`src/ac_pkg.sv`:
```
/*
 Shared widths, types and bus structs of the up-sampler access controller.
 Every RTL module of the output path imports this package.
*/
package ac_pkg;

	// Register file bus
	typedef logic [31:0] crf_data_t;
	typedef logic [31:0] crf_addr_t;

	// One pixel word per stream beat
	typedef logic [31:0] pixel_t;
	typedef logic [3:0]  keep_t;

	// Control register and its flag positions
	localparam crf_addr_t crf_ctrl_addr = 32'h0000_0000;
	localparam int        crf_start_bit = 0;
	localparam int        crf_end_bit   = 1;

	// Register write issued by the controller
	typedef struct packed {
		logic      wrt;
		crf_addr_t addr;
		crf_data_t data;
	} crf_wr_t;

	// Master stream outputs, tready comes back separately
	typedef struct packed {
		logic   tvalid;
		pixel_t tdata;
		keep_t  tkeep;
		keep_t  tstrb;
		logic   tlast;
	} axis_out_t;

endpackage

```
`src/ac_out_fifo.sv`:
```
/*
 Output pixel FIFO between the up-sampler and the stream master.
 Writes are taken only inside the window; read data is registered on rd.
*/
module ac_out_fifo
	import ac_pkg::*;
#(
	parameter int depth = 32
) (
	input  logic   clk,
	input  logic   rst_n,
	input  logic   flush,
	input  logic   wvalid,
	input  logic   window,
	input  pixel_t wdata,
	output logic   wready,
	input  logic   rd,
	output pixel_t rdata,
	output logic   empty
);

	localparam int ptr_w = $clog2(depth);

	typedef logic [ptr_w-1:0] ptr_t;
	typedef logic [ptr_w:0]   count_t;

	pixel_t mem [depth];
	ptr_t   wr_ptr;
	ptr_t   rd_ptr;
	count_t count;
	logic   wr_en;

	assign wready = (count != count_t'(depth));
	assign empty  = (count == '0);

	// Pixels offered outside the window are dropped here
	assign wr_en = wvalid & window & wready;

	always_ff @(posedge clk or negedge rst_n) begin
		if (!rst_n) begin
			wr_ptr <= '0;
			rd_ptr <= '0;
			count  <= '0;
		end else if (flush) begin
			// End of frame, start the next one from an empty buffer
			wr_ptr <= '0;
			rd_ptr <= '0;
			count  <= '0;
		end else begin
			if (wr_en) begin
				wr_ptr <= wr_ptr + 1'b1;
			end
			if (rd) begin
				rd_ptr <= rd_ptr + 1'b1;
			end
			if (wr_en && !rd) begin
				count <= count + 1'b1;
			end else if (!wr_en && rd) begin
				count <= count - 1'b1;
			end
		end
	end

	always_ff @(posedge clk) begin
		if (wr_en) begin
			mem[wr_ptr] <= wdata;
		end
	end

	// Head word stays on rdata until the next pop
	always_ff @(posedge clk) begin
		if (rd) begin
			rdata <= mem[rd_ptr];
		end
	end

endmodule

```
`src/ac_session_ctrl.sv`:
```
/*
 Session control beside the datapath: tracks processing and the write window
 from the start/end register levels and writes the end handshake back.
*/
module ac_session_ctrl
	import ac_pkg::*;
(
	input  logic    clk,
	input  logic    rst_n,
	input  logic    up_start,
	input  logic    up_end,
	input  logic    frame_done,
	output logic    processing,
	output logic    window,
	output crf_wr_t crf_wr
);

	logic      start_req;
	logic      close_req;
	logic      end_req;
	logic      wr_q;
	crf_data_t wr_data_d;
	crf_data_t wr_data_q;
	crf_data_t end_data;

	assign start_req = up_start & ~up_end & ~processing;
	// Last beat of the frame went out while the start flag is still set
	assign close_req = processing & frame_done & up_start;
	// Start already cleared by the first write, now raise end
	assign end_req   = processing & ~up_start & ~up_end;

	always_ff @(posedge clk or negedge rst_n) begin
		if (!rst_n) begin
			processing <= 1'b0;
		end else if (start_req) begin
			processing <= 1'b1;
		end else if (~up_start & up_end & processing) begin
			processing <= 1'b0;
		end
	end

	always_ff @(posedge clk or negedge rst_n) begin
		if (!rst_n) begin
			window <= 1'b0;
		end else if (start_req) begin
			window <= 1'b1;
		end else if (close_req) begin
			window <= 1'b0;
		end
	end

	// First write-back clears start and keeps the end level
	always_comb begin
		wr_data_d = '0;
		wr_data_d[crf_end_bit] = up_end;
	end

	// Second write-back raises end with start still clear
	always_comb begin
		end_data = '0;
		end_data[crf_end_bit] = 1'b1;
	end

	always_ff @(posedge clk or negedge rst_n) begin
		if (!rst_n) begin
			wr_q <= 1'b0;
		end else begin
			wr_q <= close_req;
		end
	end

	always_ff @(posedge clk) begin
		if (close_req) begin
			wr_data_q <= wr_data_d;
		end
	end

	// End write goes out in the cycle the cleared levels are seen
	assign crf_wr = '{
		wrt:  wr_q | end_req,
		addr: crf_ctrl_addr,
		data: end_req ? end_data : wr_data_q
	};

endmodule

```
`src/ac_stream_out.sv`:
```
/*
 AXI-Stream master stage: pops the output FIFO under back-pressure, marks
 row ends with tlast and flags the completed last beat of each frame.
*/
module ac_stream_out
	import ac_pkg::*;
#(
	parameter int dst_img_width  = 4096,
	parameter int dst_img_height = 2160
) (
	input  logic      clk,
	input  logic      rst_n,
	input  logic      window,
	input  logic      empty,
	input  pixel_t    rdata,
	output logic      rd,
	input  logic      tready,
	output axis_out_t m_axis,
	output logic      frame_done
);

	localparam int frame_words = dst_img_width * dst_img_height;
	localparam int cnt_w       = $clog2(frame_words + 1);
	localparam int col_w       = (dst_img_width > 1) ? $clog2(dst_img_width) : 1;
	localparam int n_bytes     = $bits(pixel_t) / 8;
	localparam keep_t all_bytes = '1;

	typedef logic [cnt_w-1:0] word_cnt_t;
	typedef logic [col_w-1:0] col_t;

	word_cnt_t word_cnt;
	col_t      col;
	logic      row_end;
	logic      beat_done;
	logic      tvalid_q;
	logic      tlast_q;
	pixel_t    tdata;

	assign beat_done = tvalid_q & tready;
	// Output register is free or empties this cycle
	assign rd        = ~empty & window & (~tvalid_q | tready);
	assign row_end   = (col == col_t'(dst_img_width - 1));
	assign frame_done = beat_done & tlast_q & (word_cnt == word_cnt_t'(frame_words));

	// Words read in this frame and position of the next word in its row
	always_ff @(posedge clk or negedge rst_n) begin
		if (!rst_n) begin
			word_cnt <= '0;
			col      <= '0;
		end else if (frame_done) begin
			word_cnt <= '0;
			col      <= '0;
		end else if (rd) begin
			word_cnt <= word_cnt + 1'b1;
			col      <= row_end ? '0 : col + 1'b1;
		end
	end

	always_ff @(posedge clk or negedge rst_n) begin
		if (!rst_n) begin
			tvalid_q <= 1'b0;
			tlast_q  <= 1'b0;
		end else if (~tvalid_q | tready) begin
			tvalid_q <= rd;
			tlast_q  <= rd & row_end;
		end
	end

	// Byte order reversed toward the stream
	always_comb begin
		for (int i = 0; i < n_bytes; i++) begin
			tdata[i*8 +: 8] = rdata[(n_bytes - 1 - i)*8 +: 8];
		end
	end

	assign m_axis = '{
		tvalid: tvalid_q,
		tdata:  tdata,
		tkeep:  all_bytes,
		tstrb:  all_bytes,
		tlast:  tlast_q
	};

endmodule

```
`src/access_control.sv`:
```
/*
 Access controller of the image up-sampler: session control, output FIFO
 and AXI-Stream master. Frame size and FIFO depth are set here.
*/
module access_control
	import ac_pkg::*;
#(
	parameter int dst_img_width  = 4096,
	parameter int dst_img_height = 2160,
	parameter int out_fifo_depth = 32
) (
	input  logic      clk,
	input  logic      rst_n,
	input  logic      up_start,
	input  logic      up_end,
	output crf_wr_t   crf_wr,
	output logic      processing,
	input  logic      upsp_wvalid,
	input  pixel_t    upsp_wdata,
	output logic      upsp_wready,
	input  logic      m_axis_tready,
	output axis_out_t m_axis
);

	logic   window;
	logic   frame_done;
	logic   fifo_rd;
	logic   fifo_empty;
	pixel_t fifo_rdata;

	ac_session_ctrl u_session (
		.clk        (clk),
		.rst_n      (rst_n),
		.up_start   (up_start),
		.up_end     (up_end),
		.frame_done (frame_done),
		.processing (processing),
		.window     (window),
		.crf_wr     (crf_wr)
	);

	// Flushed on the completed last beat of every frame
	ac_out_fifo #(
		.depth (out_fifo_depth)
	) u_fifo (
		.clk    (clk),
		.rst_n  (rst_n),
		.flush  (frame_done),
		.wvalid (upsp_wvalid),
		.window (window),
		.wdata  (upsp_wdata),
		.wready (upsp_wready),
		.rd     (fifo_rd),
		.rdata  (fifo_rdata),
		.empty  (fifo_empty)
	);

	ac_stream_out #(
		.dst_img_width  (dst_img_width),
		.dst_img_height (dst_img_height)
	) u_stream (
		.clk        (clk),
		.rst_n      (rst_n),
		.window     (window),
		.empty      (fifo_empty),
		.rdata      (fifo_rdata),
		.rd         (fifo_rd),
		.tready     (m_axis_tready),
		.m_axis     (m_axis),
		.frame_done (frame_done)
	);

endmodule

```
`config.mk`:
```
export PLATFORM = sky130hd
export DESIGN_NAME = access_control
export DESIGN_NICKNAME = d
export VERILOG_FILES = /design/src/ac_pkg.sv /design/src/ac_out_fifo.sv /design/src/ac_session_ctrl.sv /design/src/ac_stream_out.sv /design/src/access_control.sv
export SDC_FILE = /design/constraint.sdc
export NUM_CORES = 1
export LEC_CHECK = 0
export BUFFER_PORTS_ARGS = -buffer_cell sky130_fd_sc_hd__buf_2
export CAP_MARGIN = 20
export CORE_MARGIN = 5
export CORE_UTILIZATION = 40
export CTS_CLUSTER_SIZE = 28
export DETAILED_ROUTE_END_ITERATION = 10
export GPL_TIMING_DRIVEN = 0
export PLACE_DENSITY_LB_ADDON = 0.05
export SLEW_MARGIN = 20
export SYNTH_ARGS = -nofsm -noshare
export SYNTH_HDL_FRONTEND = slang
export SYNTH_SLANG_ARGS = --single-unit
```
`constraint.sdc`:
```
create_clock -name clk -period 3 [get_ports clk]
set_clock_uncertainty 0.15 [all_clocks]
set_input_delay 0.9 -clock clk [delete_from_list [all_inputs] [get_ports clk]]
set_output_delay 0.9 -clock clk [all_outputs]
set_load 0.05 [all_outputs]
```
# [Word-level counts from Yosys, hierarchy flattened]
# Memories as Yosys holds them, arrays and structs flattened. A register that Yosys moved wholly into a read port is not among the register bits.
# Cells that the tools add are included.
[totals] inputBits=38 mem_count=1 register_bits=58 ram_bits=1024 output_inout_bits=109 word_cells=73
[op_classes] n_reduce_logical=10 n_eq_ne=3 n_bitwise=23 mux=19 addsub=6
[memory_table] memory="u_fifo.mem" words=32 word_bits=32 rd=1 rd_clocked_by_memory_dff=1 write_ports=1 line="ac_out_fifo.sv:27" source="pixel_t mem [depth];"
[op_table] operator="24-bit two-way mux" count=2
[op_table] operator="12-bit two-way mux" count=3
[op_table] operator="24-bit by 1-bit adder with 24-bit output (second input constant)" count=1
[op_table] operator="24-bit equality test (second input constant)" count=1
[op_table] operator="5-bit two-way mux" count=4
[op_table] operator="6-bit two-way mux" count=3
[op_table] operator="1-bit AND" count=16
[op_table] operator="12-bit by 1-bit adder with 12-bit output (second input constant)" count=1
[op_table] operator="12-bit equality test (second input constant)" count=1
[op_table] operator="5-bit by 1-bit adder with 5-bit output (second input constant)" count=2
[op_table] operator="2-bit nonzero test" count=4
[op_table] operator="6-bit by 1-bit adder with 6-bit output (second input constant)" count=1
[op_table] operator="6-bit logical NOT" count=1
[op_table] operator="1-bit two-way mux" count=6
[op_table] operator="6-bit != test (second input constant)" count=1
[op_table] operator="6-bit by 1-bit subtractor with 6-bit output (second input constant)" count=1
[op_table] operator="1-bit NOT" count=5
[op_table] operator="3-bit nonzero test" count=1
[op_table] operator="1-bit logical AND" count=2
[op_table] operator="1-bit logical NOT" count=2
[op_table] operator="2-bit two-way mux" count=1
[op_table] operator="1-bit bitwise OR" count=2

# [Depth between registers and ports, before layout]
# Gate-level depths: netlist of run 1.
[logic_depth] ltp_word=8 ltp_mapped=11 ltp_nobuf=10

# [Modules after synthesis]
# A second synthesis of run 1 with hierarchy kept.
[hier_totals] cells_unflattened=2176 area_unflattened_um2=43598.1
[by_module_without_submodules] module="ac_out_fifo" n_inst=1 seq_area_each_um2=32110.8 cells_each=1850 area_per_inst_um2=40660.2
[by_module_without_submodules] module="ac_stream_out" n_inst=1 seq_area_each_um2=950.9 cells_each=248 area_per_inst_um2=2296.0
[by_module_without_submodules] module="ac_session_ctrl" n_inst=1 seq_area_each_um2=105.1 cells_each=78 area_per_inst_um2=641.9

# [Worst setup path before layout of run 1]
# Ideal clock, no wire load.
[synth_timing] kind="input-to-reg" start="input port m_axis_tready" end="register u_fifo.count[5]" setup_ns=0.079 path_buffers=2 arrival_time_ns=3.311 stages=11 slack_ns=-0.540 required_time_ns=2.771 cell_sequence="nor2b_1 a211o_1 buf_4 buf_6 ha_1 inv_1 ha_1 nor2b_1 or4b_2 nand4_1 mux2i_1"
[synth_via] elab_chain_cells=6 word_cells_on_any_way=11 cone_classes="mux (2); bitwise (5); reduce/logical (4)"
[synth_lines] item="start, declared" line="access_control.sv:21" source="input logic m_axis_tready,"
[synth_lines] item="1-bit bitwise OR" line="ac_stream_out.sv:41" source="assign rd = ~empty & window & (~tvalid_q | tready);"
[synth_lines] item="1-bit AND" line="ac_stream_out.sv:41"
[synth_lines] item="1-bit logical NOT" line="ac_out_fifo.sv:56" source="if (wr_en && !rd) begin"
[synth_lines] item="1-bit logical AND" line="ac_out_fifo.sv:56"
[synth_lines] item="6-bit two-way mux" line="ac_out_fifo.sv:56"
[synth_lines] item="6-bit two-way mux" line="ac_out_fifo.sv:44" source="end else if (flush) begin"
[synth_lines] item="end signal, assigned" line="ac_out_fifo.sv:57" source="count <= count + 1'b1;"
[synth_lines] item="end signal, assigned" line="ac_out_fifo.sv:59" source="count <= count - 1'b1;"
[synth_lines] item="end, declared" line="ac_out_fifo.sv:30" source="count_t count;"
# Parallel ways exist; a longest one is shown, timed or not.
# A chain may end at the register's enable or synchronous reset.

# [Worst setup path after layout of run 1]
[layout_timing] start="register u_fifo.count[2]" end="register u_fifo.count[5]"
[layout_via] elab_chain_cells=8 word_cells_on_any_way=16 cone_classes="add/sub (2); eq/ne (1); mux (3); bitwise (4); reduce/logical (6)"
[layout_lines] item="parallel branches: the longest is 8 deep, another holds 6-bit by 1-bit subtractor with 6-bit output"
# Several ways; the timed one is not identified. The select of a mux whose other input is x is not followed.

==> flow_metrics.tcl, run 1 <==
set metrics [dict create \
    finalCritPeriodShare 1.02 \
    clock.fmax_ghz 0.327 \
    grt_pass1_wl_mm 169 \
    place.port_buffers 75 \
    seqCellArea_um2 33200 \
    clock_path_buffers 3 \
    critPathCaptureType "flip-flop" \
    place_congestion 0.792 \
    switchingPower_w 0.0164 \
    drv_slew 0 \
    cts.sinks 1114 \
    timing.slew.headroom 0.296 \
    core_area_um2 109000 \
    path_depth 11 \
    cts_inserted_buffers 117 \
    dpl.hpwl_mm 78.4 \
    antenna_left 0 \
    async_reset_ff_frac 0.0512 \
    hold_viol_final 0 \
    crit_buf_inv 3 \
    synth-edff-count 1057 \
    critical_path.max_fanout 5 \
    placed_area_um2 47500 \
    worstSetupEndpoint "u_fifo.count[5]" \
    seq_area_frac_synth 0.755 \
    worst-setup-path-type "reg -> reg" \
    crit_chain "nor4_4 -> buf_4 -> a211o_1 -> buf_12 -> ha_4 -> clkinvlp_4 -> ha_4 -> a211oi_4 -> or4b_4 -> nand4_1 -> mux2i_1" \
    overflow 0 \
    irDropWorstVdd_mv 0.565 \
    drt_iter0_drc 2053 \
    ys_ff_latch 1114 \
    combPwrFrac 0.319 \
    p_int_w 0.0332 \
    grt_setup_unrepaired "true" \
    routed_wl_mm 118 \
    fillers 9121 \
    holdWs_ns 0.111 \
    h-tree-depth 3 \
    hold_path_class "in -> async" \
    p_leak_nw 18.1 \
    fin_ws_ns -0.0591 \
    mostFrequentLayoutCells "edfxtp_1 (1057), mux2i_1 (262), buf_4 (150)" \
    worst_slew_pin_slew_ns 1.05 \
    synth_flop_cell "edfxtp_1" \
    worstSetupStartpoint "u_fifo.count[2]" \
    path_clk_slew_ns 0.07 \
    cts-root-buf "clkbuf_16" \
    grt_pass1_vias 24200 \
    cp.required_ns 3.47 \
    setup_violations 1 \
    die-height_um 341 \
    layout_commonest_cell "edfxtp_1" \
    clkPwrFrac 0.295 \
    grt_use_total 0.200 \
    total_power_w 0.0496 \
    grt_start_max_net_pins 58 \
    die_w_um 341 \
    powerDensity_nw_per_um2 935 \
    grt_antenna_before_repair 6 \
    critPathSlowestCell "or4b_4" \
    dr_total_vias 23500 \
    status "complete, but fails checks" \
    p_seq_frac 0.386 \
    vias_per_cell 5.51 \
    reg2reg_setup_slack_ns -0.06 \
    start_kind "flip-flop" \
    dr.pass1.iters 5 \
    max-cap-violations 0 \
    nets 2809 \
    syn-cell-area_um2 43900 \
    cp_top_family "simple AND/OR/NAND/NOR gates" \
    wl_per_cell_um 27.7 \
    postSynthCellCount 2385 \
    drc_errors 0 \
    r2r_start "u_fifo.count[2]" \
    clkLatencyLatePin_ns 0.70 \
    final_cell_area_um2 53000 \
    switching_share 0.331 \
    cpMostUsedCell "ha_4" \
    period_needed_ns 3.06 \
    cts_tree "built" \
    tns_ns -0.0591 \
    ys_warn_count 0 \
    multi_input_area_um2 10600 \
    synth_cell_types 53 \
    avgSynthCellArea_um2 18.4 \
    row_count 121 \
    area_growth_pct 20.8 \
    crit_arrival_ns 3.53 \
    pin_count 147 \
    start_util 0.403 \
    drive_gt1_frac 0.262 \
    die_area_um2 117000 \
    violations "setup timing" \
    r2r_cells 11 \
    timing.rr.end "u_fifo.count[5]" \
    max_stage_delay_ns 0.52 \
]
## Yosys cell counts (all sizes together), types with 2 or more instances
cell type	instances	area, µm²
and2	5	31.3
nand4bb	4	45.0
dfrtp	57	1430
and3	7	43.8
or3b	2	17.5
or4b	3	30.0
nand4b	4	35.0
or4	4	30.0
o21ai	148	741
nand3b	4	30.0
a31oi	5	31.3
nor2b	7	43.8
clkbuf	67	251
and4	3	26.3
nand2b	3	18.8
mux2i	264	2640
a21o	2	15.0
buf	136	912
o31ai	5	37.5
nand4	43	269
conb	2	7.51
inv	21	78.8
a211oi	2	15.0
or2	5	31.3
nand3	23	115
a21oi	21	105
nor2	47	176
edfxtp	1057	31700
nor4	48	313
o22ai	129	807
nor3	7	35.0
xnor2	11	96.3
a211o	2	17.5
ha	13	163
a2111oi	2	18.8
nand2	34	128
o22a	32	280
xor2	9	78.8
mux4	128	2880
nor4b	4	35.0
or3	10	62.6
## metal layers
layer,vias up,part of all wire,track usage
met5,-,0,0
met4,0,0.018,0.0465
met3,148,0.053,0.0289
met2,670,0.50,0.342
met1,12400,0.43,0.272
li1,10300,-,-
## worst reg2reg max path: cells and delay by family (launching register included)
family / cells / cell delay, ns
compound gates: 2 / 0.25
fa+ha+maj: 2 / 0.51
buf+inv: 3 / 0.50
flops: 1 / 0.42
mux: 1 / 0.19
simple gates: 3 / 0.97
## power groups by stage
stage / sequential (W) / combinational (W) / clock (W)
3_3_place_gp: 0.0195 / 0.0140 / 0
2_1_floorplan: 0.0201 / 0.00810 / 0
5_1_grt: 0.0192 / 0.0167 / 0.0156
3_5_place_dp: 0.0194 / 0.0145 / 0
6_report: 0.0191 / 0.0158 / 0.0146
4_1_cts: 0.0191 / 0.0157 / 0.0149
## final cells by class
class / instances / area share
clock inverters: 69 / 0.0140
multi-input cells: 1115 / 0.199
diodes: 2 / 0.0000944
flip-flops and latches: 1114 / 0.625
inverters: 22 / 0.00168
clock buffers: 148 / 0.0590
plain buffers: 198 / 0.0284
well taps: 1414 / 0.0334
repair buffers: 189 / 0.0386
## registers in the layout, indices dropped and copies added (netlist names)
| signal | cells |
|---|---|
| u_fifo.rdata | 32 |
| u_session.wr_data_q | 1 |
| u_stream.tlast_q | 1 |
| u_session.window | 1 |
| u_session.wr_q | 1 |
| u_fifo.rd_ptr | 5 |
| u_stream.col | 12 |
| u_stream.word_cnt | 24 |
| u_session.processing | 1 |
| u_fifo.mem | 1024 |
| u_fifo.count | 6 |
| u_stream.tvalid_q | 1 |
| u_fifo.wr_ptr | 5 |
## cells by family (layout without fill, tap and decap cells)
| group | count (synthesis) | after routing | synth area share |
|---|---|---|---|
| flip-flops | 1114 | 1114 | 0.755 |
| multiplexers | 392 | 392 | 0.126 |
| AO/OA/AOI/OAI | 350 | 350 | 0.0475 |
| AND/OR/NAND/NOR | 268 | 268 | 0.0348 |
| buffers and inverters | 225 | 626 | 0.0284 |
| XOR/XNOR | 20 | 20 | 0.00399 |
| adder cells (fa/ha/maj) | 14 | 14 | 0.00416 |
| other | 2 | 73 | 0.000171 |
## repair_timing
action                                  in CTS  in global routing
gates resized for setup                    183                 33
endpoints found under the setup margin     758                228
setup buffers                               37                 37
pin swaps                                   27                 22
endpoints found under the hold margin        0                  0
hold buffers                                 0                  0
## per-stage QoR
| stage | std cells | setup slack (ns) | utilization |
|---|---|---|---|
| finish | 4271 | -0.0591 | 0.487 |
| global route | 4269 | -0.234 | 0.487 |
| CTS | 4233 | -0.0627 | 0.482 |
| detailed placement | 3983 | -1.41 | 0.436 |
| global placement | 3943 | -2.55 | 0.425 |
| floorplan | 2454 | -0.378 | - |
## worst min path at each step
stage                     cells after the start                     to  slack (ns)             startpoint
after detailed placement                      1  u_stream.word_cnt[18]        0.32  u_stream.word_cnt[18]
after floorplan                               1  u_stream.word_cnt[18]        0.28  u_stream.word_cnt[18]
after CTS                                     1        u_fifo.count[3]        0.12                  rst_n
after global routing                          1        u_fifo.count[3]        0.17                  rst_n
after global placement                        1  u_stream.word_cnt[18]        0.31  u_stream.word_cnt[18]
final                                         1        u_fifo.count[3]        0.11                  rst_n
Note: power is estimated with default switching activity, not from simulation.
==> run 2, diff against run 1 <==
CORE_MARGIN = 3   (was 5)
==> flow_metrics.tcl, run 2 (synthesized netlist as in run 1, its figures left out) <==
set metrics [dict create \
    status "complete, but fails checks" \
    violations "setup timing" \
    setup_violations 1 \
    reg2reg_setup_slack_ns -0.05 \
    mostFrequentLayoutCells "edfxtp_1 (1057), mux2i_1 (264), o21ai_0 (146)" \
    finalNonFillerCells 4257 \
    timing.rr.end "u_fifo.count[5]" \
    die_w_um 337 \
    timing.slew.headroom 0.389 \
    crit_chain "nor4_4 -> buf_4 -> a211o_1 -> buf_12 -> ha_4 -> clkinvlp_4 -> ha_4 -> nor2b_4 -> or4b_4 -> nand4_1 -> mux2i_1" \
    cts_inserted_buffers 116 \
    regMostFlops "u_fifo.mem" \
    path_clk_slew_ns 0.06 \
    largestRegisters "u_fifo.mem (1024), u_fifo.rdata (32), u_stream.word_cnt (24)" \
    grt_use_total 0.208 \
    p_seq_frac 0.391 \
    dr_total_vias 23400 \
    core_area_um2 108000 \
    grt_setup_unrepaired "true" \
    r2r_cells 11 \
    place_congestion 0.779 \
    grt_start_max_net_pins 58 \
    worstSetupStartpoint "u_fifo.count[0]" \
    max-cap-violations 0 \
    pin_count 147 \
    grt_pass1_vias 24200 \
    cp.required_ns 3.48 \
    combPwrFrac 0.324 \
    area_growth_pct 20.4 \
    p_leak_nw 18.0 \
    switchingPower_w 0.0164 \
    start_kind "flip-flop" \
    clkPwrFrac 0.285 \
    finalCritPeriodShare 1.02 \
    vias_per_cell 5.50 \
    max_stage_delay_ns 0.46 \
    switching_share 0.335 \
    antenna_left 0 \
    drt_iter0_drc 1982 \
    fillers 8893 \
    cts-root-buf "clkbuf_16" \
    dr.pass1.iters 7 \
    total_power_w 0.0489 \
    period_needed_ns 3.05 \
    layout_commonest_cell "edfxtp_1" \
    drive_gt1_frac 0.257 \
    grt_pass1_wl_mm 169 \
    p_int_w 0.0325 \
    grt_antenna_before_repair 2 \
    start_util 0.407 \
    hold_viol_final 0 \
    drv_slew 0 \
    cpMostUsedCell "ha_4" \
    worstSetupEndpoint "u_fifo.count[5]" \
    hold_buffers 0 \
    fin_ws_ns -0.0453 \
    seqCellArea_um2 33200 \
    place.port_buffers 75 \
    cts_tree "built" \
    overflow 0 \
    wl_per_cell_um 27.8 \
    worst_slew_pin_slew_ns 0.917 \
    worst-setup-path-type "reg -> reg" \
    die_area_um2 114000 \
    clock_path_buffers 3 \
    critPathCaptureType "flip-flop" \
    row_count 120 \
    clkLatencyLatePin_ns 0.71 \
    hold_path_class "in -> async" \
    cts.sinks 1114 \
    powerDensity_nw_per_um2 925 \
    holdWs_ns 0.136 \
    dpl.hpwl_mm 79.3 \
    critical_path.max_fanout 5 \
    die-height_um 337 \
    nets 2805 \
    largest_reg_flops 1024 \
    clock.fmax_ghz 0.328 \
    drc_errors 0 \
    crit_arrival_ns 3.52 \
    r2r_start "u_fifo.count[0]" \
    routed_wl_mm 118 \
    irDropWorstVdd_mv 0.716 \
    h-tree-depth 3 \
    dp.cells 3978 \
    critPathSlowestCell "or4b_4" \
    post-place-ws_ns -1.41 \
    multi_input_area_um2 10600 \
]
## run 2: cell count changes in the layout (fill, tap and decap cells not counted), sizes merged
| cell | delta |
|---|---|
| buf | -4 |
| bufinv | -5 |
| clkinv | +5 |
| clkinvlp | +2 |
| diode | -1 |
## run 2: worst min-delay path by stage
stage / from / end / slack [ns] / cells past startpoint
global route: rst_n / u_fifo.count[4] / 0.17 / 1
finish: rst_n / u_fifo.count[4] / 0.14 / 1
CTS: rst_n / u_fifo.wr_ptr[3] / 0.12 / 1
detailed placement: u_stream.word_cnt[18] / u_stream.word_cnt[18] / 0.32 / 1
floorplan: u_stream.word_cnt[18] / u_stream.word_cnt[18] / 0.28 / 1
global placement: u_stream.word_cnt[18] / u_stream.word_cnt[18] / 0.30 / 1
## run 2: layer usage
layer	vias up	share of wire	wire length [µm]	GRT usage
met4	0	0.020	2330	0.0540
met3	148	0.047	5590	0.0260
li1	10300	-	-	-
met1	12300	0.44	52000	0.289
met5	-	0	0	0
met2	643	0.49	58300	0.349
## run 2: cell type report
cell class,count,share of cell area
antenna,1,0.0000473
buffer,198,0.0285
clock buffer,147,0.0571
clock inverter,71,0.0125
inverter,22,0.00173
multi-input combinational,1115,0.200
sequential,1114,0.628
tap,1403,0.0332
timing repair buffer,186,0.0395
## run 2: per-stage QoR
step,setup TNS (ns),utilization,instance area (µm²)
floorplan,-321.31,-,44200
global placement,-2329.63,0.429,46300
detailed placement,-308.31,0.442,47700
CTS,-0.0622,0.487,52600
global route,-0.239,0.490,52900
finish,-0.0453,0.490,52900
## run 2: power by group through the flow
stage	logic, W	registers (W)	clock network, W
finish	0.0158	0.0191	0.0139
global route	0.0168	0.0192	0.0149
CTS	0.0159	0.0191	0.0143
detailed placement	0.0146	0.0194	0
global placement	0.0140	0.0195	0
floorplan	0.00810	0.0201	0
## run 2: what timing repair did
action | in CTS | in global routing
pin swaps | 36 | 17
endpoints found under the setup margin | 792 | 106
gates cloned | 0 | 0
resized for setup | 181 | 36
buffers inserted | 45 | 20
## run 2: critical path, delay by kind of cell, from the launching register on
family,cells,cell delay [ns]
AND/OR/NAND/NOR,4,1.04
buffers and inverters,3,0.50
multiplexers,1,0.19
adder cells (fa/ha/maj),2,0.48
AO/OA/AOI/OAI,1,0.19
flip-flops,1,0.42
